`config.mk`:
```
export PLATFORM = sky130hd
export DESIGN_NAME = tcdm_rr_arbiter
export DESIGN_NICKNAME = d
export VERILOG_FILES = /design/src/verilog/tcdm_pkg.sv /design/src/verilog/tcdm_rr_arbiter.sv
export SDC_FILE = /design/constraint.sdc
export NUM_CORES = 1
export LEC_CHECK = 0
export BUFFER_PORTS_ARGS = -buffer_cell sky130_fd_sc_hd__buf_2
export CAP_MARGIN = 10
export CORE_AREA = 2 2 96 98
export DETAILED_ROUTE_END_ITERATION = 8
export DIE_AREA = 0 0 98 100
export GPL_ROUTABILITY_DRIVEN = 0
export GPL_TIMING_DRIVEN = 0
export PLACE_DENSITY_LB_ADDON = 0.15
export SYNTH_ARGS = -nofsm -noshare
export SYNTH_HDL_FRONTEND = slang
export SYNTH_SLANG_ARGS = --single-unit
```
`constraint.sdc`:
```
create_clock -name clk_i -period 2.2 [get_ports clk_i]
set_input_delay 0.44 -clock clk_i [delete_from_list [all_inputs] [get_ports clk_i]]
set_output_delay 0.44 -clock clk_i [all_outputs]
set_load 0.05 [all_outputs]
```
`src/verilog/tcdm_pkg.sv`:
```
`default_nettype none

package tcdm_pkg;

  // ~~~~~~~~~~~~~~~~~~~~~~~~~~~~~~~~~~~~~~~~~~~~~~~~~~~~~~~~~~~~~~~~~~~~
  // subsystem sizes
  // ~~~~~~~~~~~~~~~~~~~~~~~~~~~~~~~~~~~~~~~~~~~~~~~~~~~~~~~~~~~~~~~~~~~~

  localparam int unsigned NumInit   = 2;              // initiators sharing the single bank
  localparam int unsigned AddrWidth = 8;              // word address bits of the bank
  localparam int unsigned DataWidth = 32;             // one memory word
  localparam int unsigned BeWidth   = DataWidth / 8;  // one enable per byte lane

  // the id carries the index of the initiator that issued a request
  localparam int unsigned IdWidth   = (NumInit > 1) ? $clog2(NumInit) : 1;

  localparam int unsigned NumWords  = 2 ** AddrWidth;  // depth of the bank in words

  // ~~~~~~~~~~~~~~~~~~~~~~~~~~~~~~~~~~~~~~~~~~~~~~~~~~~~~~~~~~~~~~~~~~~~
  // field types
  // ~~~~~~~~~~~~~~~~~~~~~~~~~~~~~~~~~~~~~~~~~~~~~~~~~~~~~~~~~~~~~~~~~~~~

  typedef logic [IdWidth-1:0]   id_t;    // initiator index as it travels with a request
  typedef logic [AddrWidth-1:0] addr_t;  // word address, no byte offset bits
  typedef logic [DataWidth-1:0] data_t;  // write data and read data
  typedef logic [BeWidth-1:0]   be_t;    // byte enables of a write

  // ~~~~~~~~~~~~~~~~~~~~~~~~~~~~~~~~~~~~~~~~~~~~~~~~~~~~~~~~~~~~~~~~~~~~
  // request and response bundles
  // ~~~~~~~~~~~~~~~~~~~~~~~~~~~~~~~~~~~~~~~~~~~~~~~~~~~~~~~~~~~~~~~~~~~~

  // request channel from an initiator toward the bank
  // all fields stay stable while req is high and gnt is still low
  typedef struct packed {
    logic  req;   // a transfer is pending
    logic  wen;   // high for a read and low for a write
    addr_t add;   // word address in the bank
    data_t data;  // write data and ignored on reads
    be_t   be;    // selects the bytes a write updates
    id_t   id;    // initiator tag added by the arbiter
  } tcdm_req_t;

  // response channel from the bank back toward an initiator
  // gnt is combinational and r_valid follows a grant by exactly one cycle
  typedef struct packed {
    logic  gnt;      // request accepted in this cycle
    logic  r_valid;  // response of the request granted one cycle earlier
    data_t r_data;   // read word and zero for a write
    id_t   r_id;     // tag of the initiator the response belongs to
  } tcdm_rsp_t;

  // ~~~~~~~~~~~~~~~~~~~~~~~~~~~~~~~~~~~~~~~~~~~~~~~~~~~~~~~~~~~~~~~~~~~~
  // note on latency
  // ~~~~~~~~~~~~~~~~~~~~~~~~~~~~~~~~~~~~~~~~~~~~~~~~~~~~~~~~~~~~~~~~~~~~

  // there is no ready on the response side
  // a response is always taken in the cycle it appears
  // the id filter relies on this fixed one cycle latency

endpackage

`default_nettype wire

```
`src/verilog/tcdm_rr_arbiter.sv`:
```
`timescale 1ns/1ps
`default_nettype none

module tcdm_rr_arbiter (
  input  logic                                          clk_i,
  input  logic                                          rst_ni,
  input  logic                                          clear,
  input  tcdm_pkg::tcdm_req_t [tcdm_pkg::NumInit-1:0]   init_req,
  output tcdm_pkg::tcdm_rsp_t [tcdm_pkg::NumInit-1:0]   init_rsp,
  output tcdm_pkg::tcdm_req_t                           mem_req,
  input  tcdm_pkg::tcdm_rsp_t                           mem_rsp
);

  // ~~~~~~~~~~~~~~~~~~~~~~~~~~~~~~~~~~~~~~~~~~~~~~~~~~~~~~~~~~~~~~~~~~~~
  // priority pointer
  // ~~~~~~~~~~~~~~~~~~~~~~~~~~~~~~~~~~~~~~~~~~~~~~~~~~~~~~~~~~~~~~~~~~~~

  tcdm_pkg::id_t rr_q;     // initiator with the highest priority in this cycle
  tcdm_pkg::id_t rr_next;  // pointer value after the current grant
  tcdm_pkg::id_t winner;   // initiator picked in this cycle
  logic          any_req;  // at least one initiator is requesting

  // search starts at the pointer and wraps around the initiators
  always_comb begin : winner_search
    int unsigned idx;
    idx     = 0;
    any_req = 1'b0;
    winner  = rr_q;  // default keeps the select stable when nobody requests
    for (int unsigned off = 0; off < tcdm_pkg::NumInit; off++) begin
      idx = (32'(rr_q) + off) % tcdm_pkg::NumInit;  // candidate in rotating order
      if (!any_req && init_req[idx].req) begin
        any_req = 1'b1;  // first requester found from the pointer wins
        winner  = tcdm_pkg::id_t'(idx);
      end
    end
  end

  // the winner drops to lowest priority so the other side goes next
  assign rr_next = (winner == tcdm_pkg::id_t'(tcdm_pkg::NumInit - 1)) ?
                   '0 : tcdm_pkg::id_t'(winner + 1'b1);

  always_ff @(posedge clk_i or negedge rst_ni) begin : rr_reg
    if (!rst_ni) begin
      rr_q <= '0;  // initiator 0 is favoured out of reset
    end else if (clear) begin
      rr_q <= '0;  // clear also returns priority to initiator 0
    end else if (mem_rsp.gnt) begin
      rr_q <= rr_next;  // the pointer moves only on an accepted request
    end
  end

  // ~~~~~~~~~~~~~~~~~~~~~~~~~~~~~~~~~~~~~~~~~~~~~~~~~~~~~~~~~~~~~~~~~~~~
  // request path
  // ~~~~~~~~~~~~~~~~~~~~~~~~~~~~~~~~~~~~~~~~~~~~~~~~~~~~~~~~~~~~~~~~~~~~

  always_comb begin : req_mux
    mem_req     = init_req[winner];  // fields of the selected initiator
    mem_req.req = any_req;           // valid whenever anyone asks
    mem_req.id  = winner;            // tag so the response can be routed back
  end

  // ~~~~~~~~~~~~~~~~~~~~~~~~~~~~~~~~~~~~~~~~~~~~~~~~~~~~~~~~~~~~~~~~~~~~
  // response path
  // ~~~~~~~~~~~~~~~~~~~~~~~~~~~~~~~~~~~~~~~~~~~~~~~~~~~~~~~~~~~~~~~~~~~~

  // gnt goes to the winner alone and the loser keeps its request up
  // the response is steered by the id returned from the filter
  always_comb begin : rsp_fanout
    for (int unsigned i = 0; i < tcdm_pkg::NumInit; i++) begin
      init_rsp[i]     = '0;  // idle response for initiators not addressed
      init_rsp[i].gnt = mem_rsp.gnt && (winner == tcdm_pkg::id_t'(i));
      if (mem_rsp.r_valid && (mem_rsp.r_id == tcdm_pkg::id_t'(i))) begin
        init_rsp[i].r_valid = 1'b1;            // response belongs to this initiator
        init_rsp[i].r_data  = mem_rsp.r_data;  // read word or zero for a write
        init_rsp[i].r_id    = mem_rsp.r_id;    // tag is returned unchanged
      end
    end
  end

  // with both initiators requesting every cycle the grants alternate
  // because the pointer always lands on the side that just lost
  // a single requester is served back to back with no idle cycle

endmodule

`default_nettype wire

```
==> results of run 1 <==
[logic make-up after synthesis]
| group | Yosys count | share of synthesized area, % |
|---|---|---|
| buf+inv | 19 | 9.40 |
| compound gates | 2 | 1.06 |
| flops | 1 | 2.11 |
| other cells | 1 | 0.316 |
| simple gates | 72 | 38.0 |
| fa+ha+maj | 1 | 0.950 |
| mux | 45 | 48.2 |
[timing repair]
action | CTS | global route
gates resized for setup | 1 | 47
endpoints found under the setup margin | 5 | 27
endpoints found under the hold margin | 0 | 0
[layout by cell type (no fill, tap or decap)]
cell | synthesis | routed
buf_2 | 2 | 230
and2_1 | 34 | 34
and3_1 | 32 | 32
mux2_2 | 28 | 28
mux2_4 | 17 | 17
buf_6 | 3 | 15
buf_4 | 4 | 9
clkbuf_1 | 9 | 7
clkbuf_2 | 0 | 2
nand3b_1 | 2 | 2
inv_1 | 1 | 1
maj3_2 | 1 | 1
nor2b_2 | 0 | 1
nor2b_1 | 2 | 1
or2_2 | 1 | 1
nand2_1 | 1 | 1
o211ai_1 | 1 | 1
a21oi_1 | 1 | 1
conb_1 | 1 | 1
dfrtp_1 | 1 | 1
[metrics by stage]
stage / cell area (µm²) / TNS [ps]
6_report: 2640 / 0
5_1_grt: 2640 / -0.612
4_1_cts: 2550 / 0
3_5_place_dp: 2550 / -65.7
3_3_place_gp: 2550 / -317
2_1_floorplan: 1190 / 0
[layout make-up]
cell class,instances,area (µm²)
tap,111,139
multi-input combinational,121,1050
sequential,1,25.0
inverter,1,3.75
buffer,18,110
fill,991,6250
timing repair buffer,245,1310
[critical path, stage by stage]
cell and delay (ps):
buf_2 110, inv_1 40, maj3_2 320, buf_6 160
buf_6 150, mux2_4 290, buf_4 190
[per-layer routing]
| metal | GRT usage (%) | wire [µm] | part of all wire [%] |
|---|---|---|---|
| met2 | 20.9 | 3070 | 54 |
| met5 | 0 | 0 | 0 |
| met1 | 10.3 | 1830 | 32 |
| met3 | 2.51 | 772 | 14 |
| met4 | 0 | 0 | 0 |
[worst min-delay path by stage]
stage,start,endpoint
after floorplan,rst_ni,rr_q
after global placement,rst_ni,rr_q
after detailed placement,rst_ni,rr_q
after CTS,rst_ni,rr_q
after global routing,rst_ni,rr_q
final,rst_ni,rr_q
[power by group]
part	internal, µW	total [µW]	leakage [µW]	switching, µW
combinational	353	1030	0.00169	677
sequential	20.3	21.9	0.0000128	1.53
clock	0	0	0	0
total	373	1050	0.00170	679
==> results by group, run 1 <==
Outcome
  – Status: finished clean

Floorplan
  – IO Count: 249
  – Die area: 9800 µm²
  – Core area: 8890 µm²
  – Initial core utilization: 13.3%
  – Row cnt: 35
  – Die width: 98 µm
  – Die Y: 100 µm

Logic synthesis
  – Syn nets: 273
  – Yosys cell types: 18
  – Avg Synthesized Cell Area: 8.40 µm²
  – #FFs+latches synth: 1
  – Synth top cells by count: and2_1, and3_1, mux2_2, mux2_4, clkbuf_1
  – Most numerous cell in the Yosys netlist: and2_1
  – Synthesis Warnings: 0
  – Cell taking the most area after synthesis: mux2_2
  – Yosys top cell area share: 26.6%
  – Ys async rst share: 100%
  – Synth area leaders: mux2_2, mux2_4, and2_1, and3_1, clkbuf_1
  – Synthesized instance count: 141
  – Post-synthesis sequential area ratio: 2.11%
  – Post-Syn Area: 1180 µm²
  – Most used DFF post-synth: dfrtp_1
  – EDFF count, synth: 0

Placement
  – Pre-CTS setup slack: -31.3 ps
  – Dpl hpwl: 5.24 mm
  – # port buffers: 245
  – Inst Count DP: 497

GRT
  – Global-route wire length before repair: 8.23 mm
  – Overall Global Routing Usage: 9.89%
  – Number of antenna violations at the first check in global routing: 0
  – Congestion Overflow GR: 0
  – Number of global-route vias before repair: 1711
  – Largest net degree at the start of global routing: 11

Finish
  – Largest reg by FF count: rr_q
  – Area delta synth->final: 123%
  – Fin util: 29.7%
  – Max reg flops: 1
  – Layout Nets: 520
  – Biggest regs: rr_q x1
  – Ant. Diodes: 0
  – Ratio of cells with drive above 1 in the final layout: 78.8%
  – Post-Layout Cell Count: 497

Job
  – Max-Cap Viols: 0

Routing
  – 1st-pass router iterations: 2
  – 1st-iter DRT viols: 24
  – Via density per instance: 3.95
  – Wire length per cell: 11.4 µm
  – # DRC: 0
  – Total wire length: 5.67 mm
  – DRT antenna net count: 0
  – Via count: 1961

Setup path
  – Critical path class: in -> out
  – R2R depth: 2
  – Worst R2R End: rr_q
  – CP startpoint kind: input pin
  – Crit Path Max Fanout: 10
  – Required @ worst endpoint: 1760 ps
  – R2r startpoint: rr_q
  – R2R Setup Slk: 1400 ps
  – Critical path capture point type: output pin
  – End of the critical path: mem_req[43]
  – Worst setup path startpoint: init_req[46]
  – Worst EP arrival: 1710 ps

Timing
  – Clock Skew: 0 ps
  – Period utilisation layout: 97.7%
  – Hold Fails Final Rpt: 0
  – Final setup vio count: 0
  – Fmax: 0.465 GHz
  – Hold WS: 217 ps
  – Post-route minimum period: 2150 ps
  – Final WS setup: 50.8 ps
  – Slew Viols, Final: 0

Clocking
  – Clock-pin slew on the worst setup and hold paths: 0 ps
  – Later-pin clock latency in the skew report: 0 ps
  – Post-CTS setup buffer count: 0
  – Hold_buf cts: 0

Min path
  – Hold Path Class: in -> async

Pwr
  – IR drop worst, VDD: 236 µV
  – Pwr Total: 1050 µW
  – Power per cell area: 398 nW/µm²
  – LEAKAGE: 0.00170 µW
(Power assumes the default switching activity.)
==> run 2: changes to the inputs <==
--- a/config.mk
+++ b/config.mk
@@ -7,9 +7,9 @@
 export LEC_CHECK = 0
 export BUFFER_PORTS_ARGS = -buffer_cell sky130_fd_sc_hd__buf_2
 export CAP_MARGIN = 10
-export CORE_AREA = 2 2 96 98
+export CORE_AREA = 2 2 95 97
 export DETAILED_ROUTE_END_ITERATION = 8
-export DIE_AREA = 0 0 98 100
+export DIE_AREA = 0 0 97 99
 export GPL_ROUTABILITY_DRIVEN = 0
 export GPL_TIMING_DRIVEN = 0
 export PLACE_DENSITY_LB_ADDON = 0.15
==> constraint.sdc (replaced) <==
create_clock -name clk_i -period 2.6 [get_ports clk_i]
set_input_delay 0.52 -clock clk_i [delete_from_list [all_inputs] [get_ports clk_i]]
set_output_delay 0.52 -clock clk_i [all_outputs]
set_load 0.05 [all_outputs]
==> results by group, run 2 (synthesis results as in run 1) <==
Clocking
  – Hold_buf cts: 0
  – Clock-pin slew on the worst setup and hold paths: 0 ps
  – Post-cts resize count: 0
  – Post-CTS setup buffer count: 0
  – Later-pin clock latency in the skew report: 0 ps

Pwr
  – Switching part of the total: 66.3%
  – P_sw: 567 µW
  – Cell Int Power: 288 µW
  – Power per cell area: 336 nW/µm²
  – Sequential share of power: 2.2%
  – Clock share of power: 0%
  – Logic gate share of total power: 97.8%
  – IR drop worst, VDD: 203 µV
  – LEAKAGE: 0.00166 µW

Routing
  – Via density per instance: 3.97
  – Via count: 1962
  – Wire length per cell: 11.8 µm
  – DRT antenna net count: 0
  – # DRC: 0
  – 1st-pass router iterations: 4
  – 1st-iter DRT viols: 22
  – Total wire length: 5.82 mm

Timing
  – Hold WS: 297 ps
  – TNS Setup: 0 ps
  – Hold Fails Final Rpt: 0
  – Period utilisation layout: 90.3%
  – Post-route minimum period: 2350 ps
  – Fmax: 0.426 GHz
  – Clock Skew: 0 ps
  – Slew Viols, Final: 0
  – Final WS setup: 252 ps
  – Final setup vio count: 0
  – RSZ-0062 raised after global routing: false

Finish
  – Largest reg by FF count: rr_q
  – Layout Nets: 520
  – Sequential cell area: 25.0 µm²
  – Max reg flops: 1
  – Commonest non-fill, non-tap cell in the layout: buf_2
  – Multi-input gate area: 1050 µm²
  – Biggest regs: rr_q x1
  – Post-Layout Cell Count: 494
  – # fillers: 958
  – Most frequent cells in the layout: buf_2, and2_1, and3_1
  – Area delta synth->final: 115%
  – Ant. Diodes: 0
  – Ratio of cells with drive above 1 in the final layout: 78.0%
  – Fin util: 29.8%

Setup path
  – R2r startpoint: rr_q
  – Worst EP arrival: 1830 ps
  – Required @ worst endpoint: 2080 ps
  – Most common cell on crit path: buf_2
  – CP cell instances: buf_2 > nor2b_1 > clkbuf_1 > and2_1 > buf_2
  – CP startpoint kind: input pin
  – CP bufs+invs: 3
  – R2R Setup Slk: 1810 ps
  – Critical path capture point type: output pin
  – Slowest CP cell: clkbuf_1
  – Top delay family on crit path: buffers and inverters
  – Worst R2R End: rr_q
  – Critical path class: in -> out
  – R2R depth: 3
  – CP peak stage delay: 370 ps
  – Crit Path Max Fanout: 10

Placement
  – Pre-CTS setup slack: 212 ps
  – Dpl hpwl: 5.30 mm
  – Inst Count DP: 494
  – # port buffers: 245

Floorplan
  – Die Y: 99 µm
  – Row cnt: 34
  – Initial core utilization: 13.9%
  – IO Count: 249
  – Die area: 9600 µm²
  – Die width: 97 µm
  – Core area: 8550 µm²

GRT
  – Met3 Use GR: 1.56%
  – Number of global-route vias before repair: 1882
  – M1 GR Usage: 11.4%
  – Overall Global Routing Usage: 10.7%
  – Largest net degree at the start of global routing: 11
  – Congestion Overflow GR: 0
  – Met2 Resource Use GR: 23.1%
  – Busiest grt layer: met2
  – Number of antenna violations at the first check in global routing: 0
  – Global-route wire length before repair: 8.85 mm

Job
  – Max-Cap Viols: 0

Outcome
  – Status: finished clean

Min path
  – Hold Path Class: in -> async
[run 2: changes by cell type in the layout (fill, tap and decap cells not counted), moves of 2 or more]
| cell | change |
|---|---|
| clkbuf_1 | +2 |
| buf_6 | -12 |
| buf_2 | +17 |
| buf_4 | -5 |
| clkbuf_2 | -2 |
[run 2: how the worst max path moves through the flow]
stage	to	cells past startpoint	slack [ps]	from
6_report	init_rsp[5]	5	250	mem_rsp[33]
5_1_grt	init_rsp[5]	5	100	mem_rsp[33]
4_1_cts	init_rsp[5]	5	210	mem_rsp[33]
3_5_place_dp	init_rsp[5]	5	210	mem_rsp[33]
3_3_place_gp	init_rsp[5]	5	230	mem_rsp[33]
2_1_floorplan	init_rsp[10]	3	210	mem_rsp[33]
[run 2: worst register-to-register path, stage by stage, from the launching register on]
cell	delay (ps)
dfrtp_1	380
nand3b_1	90
o211ai_1	90
a21oi_1	150
[run 2: power by group through the flow]
stage | Clock, µW | Sequential, µW | Combinational [µW]
6_report | 0 | 18.4 | 837
5_1_grt | 0 | 18.8 | 878
4_1_cts | 0 | 18.5 | 844
3_5_place_dp | 0 | 18.5 | 843
3_3_place_gp | 0 | 18.5 | 843
2_1_floorplan | 0 | 18.3 | 621
[run 2: cell type report]
cell class	count	area share, %
repair buffers	245	48.2
multi-input cells	121	41.2
well taps	108	5.31
plain buffers	18	4.23
flip-flops and latches	1	0.983
inverters	1	0.147
[run 2: through the flow]
step | instance area [µm²] | total power, µW
2_1_floorplan | 1180 | 639
3_3_place_gp | 2550 | 862
3_5_place_dp | 2550 | 861
4_1_cts | 2550 | 863
5_1_grt | 2550 | 897
6_report | 2550 | 855
[run 2: metal layers]
metal | vias up | part of all wire [%]
met5 | - | 0
met1 | 863 | 34
met4 | 0 | 0
li1 | 975 | -
met2 | 124 | 56
met3 | 0 | 10
